===== config.mk =====
export PLATFORM = sky130hd
export DESIGN_NAME = samc_asic
export DESIGN_NICKNAME = d
export VERILOG_FILES = /design/src/hdl/samc_pkg.sv /design/src/hdl/cpu_clock_gen.sv /design/src/hdl/asic_ports.sv /design/src/hdl/memory_pager.sv /design/src/hdl/midi_tx_timer.sv /design/src/hdl/lpt_dac.sv /design/src/hdl/audio_mixer.sv /design/src/hdl/samc_asic.sv
export VERILOG_INCLUDE_DIRS = /design/src /design/src/hdl
export SDC_FILE = /design/constraint.sdc
export NUM_CORES = 1
export LEC_CHECK = 0
export ABC_AREA = 0
export BUFFER_PORTS_ARGS = -buffer_cell sky130_fd_sc_hd__buf_2
export CORE_MARGIN = 5
export CORE_UTILIZATION = 54
export DETAILED_ROUTE_END_ITERATION = 10
export GPL_TIMING_DRIVEN = 0
export PLACE_DENSITY = 0.88
export SLEW_MARGIN = 0
export SYNTH_ARGS = -nofsm -noshare
export SYNTH_HDL_FRONTEND = slang
export SYNTH_SLANG_ARGS = --single-unit

===== constraint.sdc =====
create_clock -name clk_sys -period 7.1 [get_ports clk_sys]
set_input_delay 1.42 -clock clk_sys [delete_from_list [all_inputs] [get_ports clk_sys]]
set_output_delay 1.42 -clock clk_sys [all_outputs]
set_load 0.1 [all_outputs]

===== src/hdl/samc_defines.svh =====
//==========================================================
// Port numbers and timing constants of the ASIC glue
// Divider counts assume clk_sys at 96 times the 1 MHz rate
//==========================================================

`ifndef SAMC_DEFINES_SVH
`define SAMC_DEFINES_SVH

// External RAM page registers
`define SAMC_PORT_EXT_C     128
`define SAMC_PORT_EXT_D     129

// Parallel port used as a stereo DAC
`define SAMC_PORT_LPT_DATA  232
`define SAMC_PORT_LPT_STB   233

// ASIC registers
`define SAMC_PORT_STATUS    249
`define SAMC_PORT_LMPR      250
`define SAMC_PORT_HMPR      251
`define SAMC_PORT_MIDI      253
`define SAMC_PORT_BORDER    254

// clk_sys cycles per 1 MHz enable
`define SAMC_MEG_DIV        96

// MIDI byte time in 1 MHz ticks, and where the interrupt starts
`define SAMC_MIDI_TX_TIME   319
`define SAMC_MIDI_INT_AT    15

// SID muter step per 1 MHz tick
`define SAMC_MUTE_STEP      1

`endif


===== src/hdl/samc_pkg.sv =====
//==========================================================
// Shared types of the ASIC glue
//==========================================================

`default_nettype none

package samc_pkg;

	// Internal RAM page, 32 pages of 16K
	typedef logic [4:0] page_t;

	// Bit 8 set selects external RAM, low bits are its page
	typedef logic [8:0] ram_page_t;

	// CPU speed code, 0 to 5
	typedef logic [2:0] cpu_speed_t;

	// Port data and register byte
	typedef logic [7:0] port_byte_t;

	// Signed SID sample as delivered by the SID core
	typedef logic [17:0] sid_sample_t;

	// Unsigned audio output sample
	typedef logic [15:0] audio_t;

endpackage

`default_nettype wire


===== src/hdl/cpu_clock_gen.sv =====
//==========================================================
// CPU, 1 MHz and 6 MHz clock enables with contention waits
// Speed codes above 5 run at speed 5
// A speed change waits for an idle bus and two counter wraps
//==========================================================

`timescale 1ns/10ps
`default_nettype none

`include "samc_defines.svh"

module cpu_clock_gen
	import samc_pkg::*;
(
	input  logic       clk_sys,
	input  logic       reset,
	input  cpu_speed_t speed_req,
	input  logic       rd_n,
	input  logic       wr_n,
	input  logic       iorq_n,
	input  logic       m1_n,
	input  logic       ram_acc,
	input  logic       mem_contention,
	input  logic       io_contention,
	input  logic       ram_busy,
	input  logic [4:0] addr_hi5,
	output logic       ce_cpu_p,
	output logic       ce_cpu_n,
	output logic       ce_1m,
	output logic       ce_6m
);

	// Divider wrap and mid points per speed
	localparam logic [4:0] cpu_max [6] = '{5'd26, 5'd15, 5'd15, 5'd9, 5'd7, 5'd3};
	localparam logic [4:0] cpu_mid [6] = '{5'd13, 5'd8, 5'd8, 5'd5, 5'd4, 5'd2};

	cpu_speed_t cpu_speed;
	cpu_speed_t req_speed;
	logic [3:0] counter;
	logic [4:0] cpu_div;
	logic [6:0] meg_div;
	logic [4:0] div_max;
	logic [4:0] div_mid;
	logic       cnt_en;
	logic       skip;
	logic       cpu_en;
	logic       cpu_p;
	logic       cpu_n;
	logic       div_hold;
	logic       speed_change;
	logic       io_acc;
	logic       ram_wait;
	logic       io_wait;
	logic       old_ram;
	logic       old_io;
	logic       old_memcont;
	logic       old_iocont;

	assign req_speed = (speed_req > 3'd5) ? 3'd5 : speed_req;
	assign div_max   = cpu_max[cpu_speed];
	assign div_mid   = cpu_mid[cpu_speed];

	// SDRAM stall parks the divider at mid count on fast speeds
	assign div_hold     = ram_busy && (cpu_speed >= 3'd3) && (cpu_div == div_mid);
	assign speed_change = (cpu_speed != req_speed) && rd_n && wr_n && ce_cpu_p;

	assign ce_cpu_p = cpu_en & cpu_p;
	assign ce_cpu_n = cpu_en & cpu_n;

	//==========================================================
	// Fixed rate enables
	//==========================================================
	always_ff @(posedge clk_sys) begin
		if (reset) begin
			counter <= '0;
			meg_div <= '0;
			ce_6m   <= 1'b0;
			ce_1m   <= 1'b0;
		end else begin
			counter <= counter + 4'd1;
			ce_6m   <= (counter == 4'd0);
			if (meg_div == 7'(`SAMC_MEG_DIV - 1))
				meg_div <= '0;
			else
				meg_div <= meg_div + 7'd1;
			ce_1m <= (meg_div == 7'd0);
		end
	end

	//==========================================================
	// CPU divider and speed switch
	//==========================================================
	always_ff @(posedge clk_sys) begin
		if (reset) begin
			cpu_speed <= '0;
			cpu_div   <= '0;
			cnt_en    <= 1'b1;
			skip      <= 1'b0;
			cpu_en    <= 1'b1;
			cpu_p     <= 1'b0;
			cpu_n     <= 1'b0;
		end else begin
			cpu_p <= 1'b0;
			cpu_n <= 1'b0;
			if (cnt_en && !div_hold) begin
				if (cpu_div >= div_max)
					cpu_div <= '0;
				else
					cpu_div <= cpu_div + 5'd1;
				// At speed 1 a pending wait swallows a whole CPU cycle
				if (cpu_div == 5'd0)
					cpu_en <= !((cpu_speed == 3'd1) && (ram_wait || io_wait));
				cpu_p <= (cpu_div == 5'd0);
				cpu_n <= (cpu_div == div_mid);
			end

			if (speed_change) begin
				cpu_div <= 5'd1;
				cnt_en  <= 1'b0;
				skip    <= 1'b0;
			end

			// Resume on the second wrap of the free counter
			if (!cnt_en && (counter == 4'd0)) begin
				skip <= 1'b1;
				if (skip) begin
					cpu_speed <= req_speed;
					cnt_en    <= 1'b1;
				end
			end
		end
	end

	//==========================================================
	// Contention waits
	//==========================================================
	assign io_acc = !iorq_n && !(rd_n && wr_n) && m1_n && (&addr_hi5);

	always_ff @(posedge clk_sys) begin
		if (reset) begin
			ram_wait    <= 1'b0;
			io_wait     <= 1'b0;
			old_ram     <= 1'b0;
			old_io      <= 1'b0;
			old_memcont <= 1'b0;
			old_iocont  <= 1'b0;
		end else begin
			old_ram     <= ram_acc;
			old_io      <= io_acc;
			old_memcont <= mem_contention;
			old_iocont  <= io_contention;
			if (!old_ram && ram_acc && mem_contention)
				ram_wait <= 1'b1;
			if (old_memcont && !mem_contention)
				ram_wait <= 1'b0;
			if (!old_io && io_acc && io_contention)
				io_wait <= 1'b1;
			if (old_iocont && !io_contention)
				io_wait <= 1'b0;
		end
	end

endmodule

`default_nettype wire


===== src/hdl/asic_ports.sv =====
//==========================================================
// ASIC and external RAM page registers with read-back
// Only addr[7:0] decodes a port; writes act on the
// rising edge of the I/O write condition
//==========================================================

`timescale 1ns/10ps
`default_nettype none

`include "samc_defines.svh"

module asic_ports
	import samc_pkg::*;
(
	input  logic        clk_sys,
	input  logic        reset,
	input  logic        iorq_n,
	input  logic        wr_n,
	input  logic        m1_n,
	input  logic [15:0] addr,
	input  port_byte_t  cpu_dout,
	input  logic        int_midi,
	output port_byte_t  lmpr,
	output port_byte_t  hmpr,
	output port_byte_t  ext_c,
	output port_byte_t  ext_d,
	output logic        ear,
	output logic        midi_wr_stb,
	output logic        lptd_wr_stb,
	output logic        lpts_wr_stb,
	output port_byte_t  asic_dout
);

	port_byte_t io_port;
	logic       port_we;
	logic       old_we;
	logic       we_rise;
	logic       border_ear;

	assign io_port = addr[7:0];
	assign port_we = !iorq_n && !wr_n && m1_n;
	assign we_rise = port_we && !old_we;

	// One pulse per bus write for the MIDI and DAC blocks
	assign midi_wr_stb = we_rise && (io_port == 8'(`SAMC_PORT_MIDI));
	assign lptd_wr_stb = we_rise && (io_port == 8'(`SAMC_PORT_LPT_DATA));
	assign lpts_wr_stb = we_rise && (io_port == 8'(`SAMC_PORT_LPT_STB));

	// Border keeps only the beeper bit
	assign ear = border_ear;

	always_ff @(posedge clk_sys) begin
		if (reset) begin
			// No write edge is taken straight out of reset
			old_we     <= 1'b1;
			lmpr       <= '0;
			hmpr       <= '0;
			border_ear <= 1'b0;
		end else begin
			old_we <= port_we;
			if (we_rise) begin
				case (io_port)
					8'(`SAMC_PORT_LMPR):   lmpr       <= cpu_dout;
					8'(`SAMC_PORT_HMPR):   hmpr       <= cpu_dout;
					8'(`SAMC_PORT_BORDER): border_ear <= cpu_dout[4];
					default: ;
				endcase
			end
		end
	end

	// External RAM pages survive reset
	always_ff @(posedge clk_sys) begin
		if (we_rise && (io_port == 8'(`SAMC_PORT_EXT_C)))
			ext_c <= cpu_dout;
		if (we_rise && (io_port == 8'(`SAMC_PORT_EXT_D)))
			ext_d <= cpu_dout;
	end

	//==========================================================
	// Read-back
	//==========================================================
	always_comb begin
		case (io_port)
			// Frame, line and keyboard bits read inactive
			8'(`SAMC_PORT_STATUS):   asic_dout = {3'b111, !int_midi, 4'b1111};
			8'(`SAMC_PORT_LMPR):     asic_dout = lmpr;
			8'(`SAMC_PORT_HMPR):     asic_dout = hmpr;
			8'(`SAMC_PORT_LPT_DATA): asic_dout = 8'h00;
			8'(`SAMC_PORT_LPT_STB):  asic_dout = 8'h00;
			default:                 asic_dout = 8'hFF;
		endcase
	end

endmodule

`default_nettype wire


===== src/hdl/memory_pager.sv =====
//==========================================================
// RAM paging, ROM select and write protect
// ext_ram_off is sampled only while reset is high
//==========================================================

`timescale 1ns/10ps
`default_nettype none

module memory_pager
	import samc_pkg::*;
(
	input  logic        clk_sys,
	input  logic        reset,
	input  logic        ext_ram_off,
	input  logic        mreq_n,
	input  logic        rd_n,
	input  logic        wr_n,
	input  logic        rfsh_n,
	input  logic [15:0] addr,
	input  port_byte_t  lmpr,
	input  port_byte_t  hmpr,
	input  port_byte_t  ext_c,
	input  port_byte_t  ext_d,
	output ram_page_t   ram_page,
	output logic        rom_sel,
	output logic        ram_we,
	output logic        ram_rd,
	output logic        ram_acc
);

	page_t page_ab;
	page_t page_cd;
	logic  rom0_sel;
	logic  rom1_sel;
	logic  ram_wp;
	logic  ext_ram;
	logic  ext_dis;
	logic  ext_ena;

	assign page_ab  = lmpr[4:0];
	assign page_cd  = hmpr[4:0];
	assign rom0_sel = !lmpr[5] && (addr[15:14] == 2'd0);
	assign rom1_sel = lmpr[6] && (addr[15:14] == 2'd3);
	assign ram_wp   = lmpr[7] && (addr[15:14] == 2'd0);
	assign ext_ram  = hmpr[7] && addr[15];
	assign ext_ena  = !(ext_ram && ext_dis);

	always_ff @(posedge clk_sys) begin
		if (reset)
			ext_dis <= ext_ram_off;
	end

	always_comb begin
		if (ext_ram)
			ram_page = addr[14] ? {1'b1, ext_d} : {1'b1, ext_c};
		else begin
			case (addr[15:14])
				2'd0:    ram_page = {4'd0, page_ab};
				2'd1:    ram_page = {4'd0, page_t'(page_ab + 5'd1)};
				2'd2:    ram_page = {4'd0, page_cd};
				default: ram_page = {4'd0, page_t'(page_cd + 5'd1)};
			endcase
		end
	end

	assign rom_sel = rom0_sel || rom1_sel;
	assign ram_we  = !(rom_sel || ram_wp) && !mreq_n && !wr_n && ext_ena;
	assign ram_rd  = !rom_sel && !mreq_n && !rd_n;

	// Internal RAM access, seen by the contention logic
	assign ram_acc = !mreq_n && rfsh_n && !rom_sel && !ext_ram;

endmodule

`default_nettype wire


===== src/hdl/midi_tx_timer.sv =====
//==========================================================
// MIDI transmit timer, one byte time per port write
// No serial data is produced, only the busy level and IRQ
//==========================================================

`timescale 1ns/10ps
`default_nettype none

`include "samc_defines.svh"

module midi_tx_timer (
	input  logic clk_sys,
	input  logic reset,
	input  logic ce_1m,
	input  logic midi_wr_stb,
	output logic midi_tx,
	output logic int_midi
);

	logic [8:0] tx_time;
	logic       pending;

	always_ff @(posedge clk_sys) begin
		if (reset) begin
			tx_time  <= '0;
			pending  <= 1'b0;
			midi_tx  <= 1'b0;
			int_midi <= 1'b0;
		end else begin
			if (ce_1m) begin
				if (tx_time != 9'd0) begin
					tx_time <= tx_time - 9'd1;
					// Raise once the countdown reaches INT_AT
					if (tx_time == 9'(`SAMC_MIDI_INT_AT + 1))
						int_midi <= 1'b1;
				end else begin
					midi_tx  <= 1'b0;
					int_midi <= 1'b0;
					if (pending) begin
						midi_tx <= 1'b1;
						tx_time <= 9'(`SAMC_MIDI_TX_TIME);
						pending <= 1'b0;
					end
				end
			end
			// A write always wins over the pending clear
			if (midi_wr_stb)
				pending <= 1'b1;
		end
	end

endmodule

`default_nettype wire


===== src/hdl/lpt_dac.sv =====
//==========================================================
// Parallel port stereo DAC
// Strobe bit 0 rising loads left, falling loads right
//==========================================================

`timescale 1ns/10ps
`default_nettype none

module lpt_dac
	import samc_pkg::*;
(
	input  logic       clk_sys,
	input  logic       reset,
	input  logic       lptd_wr_stb,
	input  logic       lpts_wr_stb,
	input  port_byte_t cpu_dout,
	output port_byte_t vox_l,
	output port_byte_t vox_r
);

	port_byte_t data;
	logic       old_stb;

	// Data latch
	always_ff @(posedge clk_sys) begin
		if (lptd_wr_stb)
			data <= cpu_dout;
	end

	always_ff @(posedge clk_sys) begin
		if (reset) begin
			vox_l   <= '0;
			vox_r   <= '0;
			old_stb <= 1'b0;
		end else if (lpts_wr_stb) begin
			if (!old_stb && cpu_dout[0])
				vox_l <= data;
			if (old_stb && !cpu_dout[0])
				vox_r <= data;
			old_stb <= cpu_dout[0];
		end
	end

endmodule

`default_nettype wire


===== src/hdl/audio_mixer.sv =====
//==========================================================
// Beeper, DAC and SID mix into unsigned 16-bit samples
// SID fades in and out through a soft muter on ce_1m
//==========================================================

`timescale 1ns/10ps
`default_nettype none

`include "samc_defines.svh"

module audio_mixer
	import samc_pkg::*;
(
	input  logic        clk_sys,
	input  logic        reset,
	input  logic        ce_1m,
	input  logic        ear,
	input  logic        sid_active,
	input  port_byte_t  vox_l,
	input  port_byte_t  vox_r,
	input  sid_sample_t sid_sample,
	output audio_t      audio_l,
	output audio_t      audio_r
);

	localparam logic [17:0] mute_step = 18'(`SAMC_MUTE_STEP);

	logic [17:0] att;
	logic [17:0] sid_unsigned;
	logic [17:0] sid_muted;
	logic [18:0] beeper;
	logic [18:0] aud_l;
	logic [18:0] aud_r;

	//==========================================================
	// Soft muter
	//==========================================================
	always_ff @(posedge clk_sys) begin
		if (reset)
			att <= '1;
		else if (ce_1m) begin
			if (sid_active)
				att <= (att > mute_step) ? att - mute_step : '0;
			else
				att <= (att < ~mute_step) ? att + mute_step : '1;
		end
	end

	// Offset binary, then attenuate with a floor at zero
	assign sid_unsigned = {!sid_sample[17], sid_sample[16:0]};
	assign sid_muted    = (sid_unsigned > att) ? sid_unsigned - att : '0;

	//==========================================================
	// Mix
	//==========================================================
	assign beeper = {1'b0, ear, 17'd0};
	assign aud_l  = {1'b0, vox_l, vox_l, 2'b00} + beeper + {1'b0, sid_muted};
	assign aud_r  = {1'b0, vox_r, vox_r, 2'b00} + beeper + {1'b0, sid_muted};

	assign audio_l = aud_l[18:3];
	assign audio_r = aud_r[18:3];

endmodule

`default_nettype wire


===== src/hdl/samc_asic.sv =====
//==========================================================
// SAM Coupe ASIC glue, single clock domain on clk_sys
// The 6 MHz enable is not brought out
//==========================================================

`timescale 1ns/10ps
`default_nettype none

module samc_asic
	import samc_pkg::*;
(
	input  logic        clk_sys,
	input  logic        reset,
	input  logic [15:0] addr,
	input  port_byte_t  cpu_dout,
	input  logic        m1_n,
	input  logic        mreq_n,
	input  logic        iorq_n,
	input  logic        rd_n,
	input  logic        wr_n,
	input  logic        rfsh_n,
	input  cpu_speed_t  speed_req,
	input  logic        mem_contention,
	input  logic        io_contention,
	input  logic        ram_busy,
	input  logic        ext_ram_off,
	input  sid_sample_t sid_sample,
	input  logic        sid_active,
	output logic        ce_cpu_p,
	output logic        ce_cpu_n,
	output logic        ce_1m,
	output port_byte_t  asic_dout,
	output ram_page_t   ram_page,
	output logic        rom_sel,
	output logic        ram_we,
	output logic        ram_rd,
	output logic        midi_tx,
	output logic        int_midi,
	output audio_t      audio_l,
	output audio_t      audio_r
);

	port_byte_t lmpr;
	port_byte_t hmpr;
	port_byte_t ext_c;
	port_byte_t ext_d;
	port_byte_t vox_l;
	port_byte_t vox_r;
	logic       ear;
	logic       ram_acc;
	logic       midi_wr_stb;
	logic       lptd_wr_stb;
	logic       lpts_wr_stb;

	cpu_clock_gen i_cpu_clock_gen (
		.clk_sys        (clk_sys),
		.reset          (reset),
		.speed_req      (speed_req),
		.rd_n           (rd_n),
		.wr_n           (wr_n),
		.iorq_n         (iorq_n),
		.m1_n           (m1_n),
		.ram_acc        (ram_acc),
		.mem_contention (mem_contention),
		.io_contention  (io_contention),
		.ram_busy       (ram_busy),
		.addr_hi5       (addr[7:3]),
		.ce_cpu_p       (ce_cpu_p),
		.ce_cpu_n       (ce_cpu_n),
		.ce_1m          (ce_1m),
		.ce_6m          ()
	);

	asic_ports i_asic_ports (
		.clk_sys     (clk_sys),
		.reset       (reset),
		.iorq_n      (iorq_n),
		.wr_n        (wr_n),
		.m1_n        (m1_n),
		.addr        (addr),
		.cpu_dout    (cpu_dout),
		.int_midi    (int_midi),
		.lmpr        (lmpr),
		.hmpr        (hmpr),
		.ext_c       (ext_c),
		.ext_d       (ext_d),
		.ear         (ear),
		.midi_wr_stb (midi_wr_stb),
		.lptd_wr_stb (lptd_wr_stb),
		.lpts_wr_stb (lpts_wr_stb),
		.asic_dout   (asic_dout)
	);

	memory_pager i_memory_pager (
		.clk_sys     (clk_sys),
		.reset       (reset),
		.ext_ram_off (ext_ram_off),
		.mreq_n      (mreq_n),
		.rd_n        (rd_n),
		.wr_n        (wr_n),
		.rfsh_n      (rfsh_n),
		.addr        (addr),
		.lmpr        (lmpr),
		.hmpr        (hmpr),
		.ext_c       (ext_c),
		.ext_d       (ext_d),
		.ram_page    (ram_page),
		.rom_sel     (rom_sel),
		.ram_we      (ram_we),
		.ram_rd      (ram_rd),
		.ram_acc     (ram_acc)
	);

	midi_tx_timer i_midi_tx_timer (
		.clk_sys     (clk_sys),
		.reset       (reset),
		.ce_1m       (ce_1m),
		.midi_wr_stb (midi_wr_stb),
		.midi_tx     (midi_tx),
		.int_midi    (int_midi)
	);

	lpt_dac i_lpt_dac (
		.clk_sys     (clk_sys),
		.reset       (reset),
		.lptd_wr_stb (lptd_wr_stb),
		.lpts_wr_stb (lpts_wr_stb),
		.cpu_dout    (cpu_dout),
		.vox_l       (vox_l),
		.vox_r       (vox_r)
	);

	audio_mixer i_audio_mixer (
		.clk_sys    (clk_sys),
		.reset      (reset),
		.ce_1m      (ce_1m),
		.ear        (ear),
		.sid_active (sid_active),
		.vox_l      (vox_l),
		.vox_r      (vox_r),
		.sid_sample (sid_sample),
		.audio_l    (audio_l),
		.audio_r    (audio_r)
	);

endmodule

`default_nettype wire


==> summary.md <==
| Metric | Value |
|---|---|
| Layout cells sized above 1 | 20.11% |
| Critical Path Start Type | primary input |
| Clock Tree Buf Depth | 2 |
| Max Cap Viol | 0 |
| Die H | 138.4 um |
| Top FF cell, synth | dfxtp_1 |
| Final setup TNS | 0 ns |
| Ant. Diodes | 0 |
| Dpl hpwl | 18.64 mm |
| Commonest cells after routing, fill and taps aside | 109 x nor2_1, 96 x dfxtp_1, 95 x buf_2, 66 x a21oi_1, 65 x nand2_1 |
| Setup violations, final | 0 |
| Worst Clk Skew | 0.009143 ns |
| Die Area | 19,140 sq um |
| Commonest non-fill, non-tap cell in the layout | nor2_1 |
| TritonCTS Buffers | 17 |
| # port buffers | 106 |
| Worst-path clk slew | 0.06 ns |
| Vias in the first global route | 8,436 |
| Slew @ Worst Pin | 1.293 ns |
| Top-level I/O count | 115 |
| 1st-iter DRT viols | 684 |
| Final ANT Viol Nets | 0 |
| Cts hold-fix bufs | 0 |
| Crit path max fanout | 6 |
| Power density over the cells | 206.9 nW/um^2 |
| CTS sink cnt | 121 |
| Layout area overhead | 25.50% |
| Final Max Tran Viols | 0 |
| Req. time, crit path | 5.68 ns |
| RSZ-0062 raised after global routing | true |
| Slack of the critical path | 0.03759 ns |
| Drt pass-1 iters | 5 |
| Post-Route WL | 25.22 mm |
| Synth area leader | dfxtp_1 |
| Sequential share of the synthesized area | 30.04% |
| Die Wd | 138.4 um |
| Largest net degree at the start of global routing | 17 |
| Pre-CTS setup slack | -0.6088 ns |
| Setup slack, reg-to-reg | 4.37 ns |
| Worst-case reg-to-reg path depth | 10 |
| Via density | 5.990 |
| Initial antenna violation count | 0 |
| Register bit total from synthesis | 121 |
| First-pass GRT wire length | 41.36 mm |
| Status | complete, no violations |
| Row count | 47 |
| WL/cell | 17.47 um |
| Period utilization | 99.47% |
| Worst IR Drop VDD | 0.2092 mV |
| CP Class | primary input to primary output |
| Final nets | 1,349 |
| Clk root buf | clkbuf_16 |
| Post-synth ARST share | 0% |
| Max Clock Freq | 141.6 MHz |
| Worst min path class | register to register |
| Worst setup EP type | primary output |
| Slew HR | 13.13% |
| Synth top area cells | dfxtp_1 22%, ha_1 11%, edfxtp_1 8.4% |
| Synth warn | 0 |
| Initial Util | 54.42% |
| Fin. Hold Viols | 0 |
| Worst-Skew Late Latency | 0.42 ns |
| Hold Path Cell Cnt | 1 |
| Syn nets | 1,208 |
| Syn Area/Cell | 8.323 sq um |
| Total track usage | 25.58% |
| Number of remaining DRC errors | 0 |
| Worst EP arrival | 5.64 ns |
| Core area | 16,350 sq um |
| Vias | 8,644 |
| CTS tree | done |
| GR Overflow Total | 0 |
| # H-tree levels | 4 |
| Gpl congestion | 0.9441 |
| Cell count after synthesis | 1,069 |
| Lkg Pwr | 4.916 nW |
| Post-Syn Area | 8897 sq um |
| Post-synth EDFFs | 25 |
| Worst hold margin | 0.4709 ns |
| Share of the synthesized area in the top cell type | 21.60% |
| Post-synth cell types | 68 |
| Post-layout min period | 7.062 ns |
layout make-up:
type	instances	area, sq um
buffer	42	185.2
clock buffer	19	432.9
clock inverter	13	202.7
fill	1292	5182
inverter	58	225.2
multi-input combinational	848	6440
sequential	121	2673
tap	220	275.3
timing repair buffer	122	732.0
worst max-delay path, cell delays in order:
cell and delay [ns]:
buf_2 0.13, ha_4 0.27, a21oi_1 0.23, o21ai_0 0.16
a31oi_2 0.22, a21boi_4 0.10, a31oi_4 0.28, a211oi_4 0.08
xor2_1 0.19, ha_2 0.22, fa_2 0.40, a21o_1 0.20
a21oi_2 0.17, nor2b_1 0.08, or4_4 0.42, a211o_1 0.32
a311oi_2 0.36, xnor2_2 0.16, buf_6 0.24
worst paths after layout:
path | startpoint | endpoint
worst max-delay path | sid_sample[13] | audio_l[14]
worst min-delay path | i_cpu_clock_gen.meg_div[4] | i_cpu_clock_gen.ce_1m
worst max register to register | i_audio_mixer.att[4] | i_audio_mixer.att[10]
worst min register to register | i_cpu_clock_gen.meg_div[4] | i_cpu_clock_gen.ce_1m
where the power goes:
group,switching [mW],internal (mW),leakage [nW]
clock,0.309,0.620,0.298
combinational,0.374,0.232,3.61
sequential,0.0377,0.737,1.01
kinds of logic (layout without fill, tap and decap cells):
| logic type | Yosys count | count (layout) | share of synthesized area, % |
|---|---|---|---|
| AND/OR/NAND/NOR | 397 | 397 | 22.39 |
| AO/OA/AOI/OAI | 249 | 249 | 18.90 |
| flip-flops | 121 | 121 | 30.04 |
| buffers and inverters | 100 | 254 | 4.458 |
| XOR/XNOR | 82 | 82 | 8.072 |
| adder cells (fa/ha/maj) | 81 | 81 | 11.73 |
| multiplexers | 39 | 39 | 4.416 |
state kept, by name, summed over array words and instances (netlist names), 4 cells and up:
signal and flops:
i_asic_ports.ext_c 8, i_audio_mixer.att 18, i_cpu_clock_gen.counter 4, i_lpt_dac.vox_l 8, i_asic_ports.hmpr 8, i_cpu_clock_gen.cpu_div 5, i_lpt_dac.vox_r 8, i_lpt_dac.data 8
i_midi_tx_timer.tx_time 9, i_cpu_clock_gen.meg_div 7, i_asic_ports.lmpr 8, i_asic_ports.ext_d 8
synthesized netlist by cell type, types with 4 or more instances:
library cell  instances
nor2_1              115
dfxtp_1              96
ha_1                 77
a21oi_1              71
nand2_1              66
inv_1                56
nand3_1              49
xnor2_1              44
o21ai_0              43
nor3_1               42
xor2_1               38
mux2i_1              37
clkbuf_1             36
edfxtp_1             25
o21a_1               18
a21o_1               17
and2_1               17
nor2b_1              17
a221o_1              14
and3_1               13
nand2b_1             13
a211oi_1             12
nand4_1              11
nor4_1               11
o211ai_1             10
or3_1                 8
nor3b_1               7
a31oi_1               6
o221ai_1              6
o31ai_1               6
and4_1                5
o21bai_1              5
a211o_1               4
a22oi_1               4
fa_1                  4
nand3b_1              4
nor4b_1               4
o31a_1                4
per-layer routing:
metal	track usage, %	vias up	part of all wire, %
met3	4.247	51	6.8
met4	8.424	0	2.3
met5	0	-	0
li1	-	4155	-
met1	32.53	4085	42
met2	44.30	353	49
timing repair:
action / 4_1_cts / 5_1_grt
buffers inserted: 9 / 7
gates resized for setup: 17 / 32
pin swaps: 11 / 10
endpoints found under the setup margin: 9 / 9
endpoints found under the hold margin: 0 / 0
through the flow:
stage                     cells  power (mW)  instance area [sq um]  util [%]
after floorplan            1069       1.225                   9397         -
after global placement     1395       1.342                  10200     62.41
after detailed placement   1395       1.357                  10200     62.41
after CTS                  1436       2.288                  10990     67.24
after global routing       1443       2.405                  11170     68.30
final                      1443       2.310                  11170     68.30
Note: power is estimated with default switching activity, not from simulation.
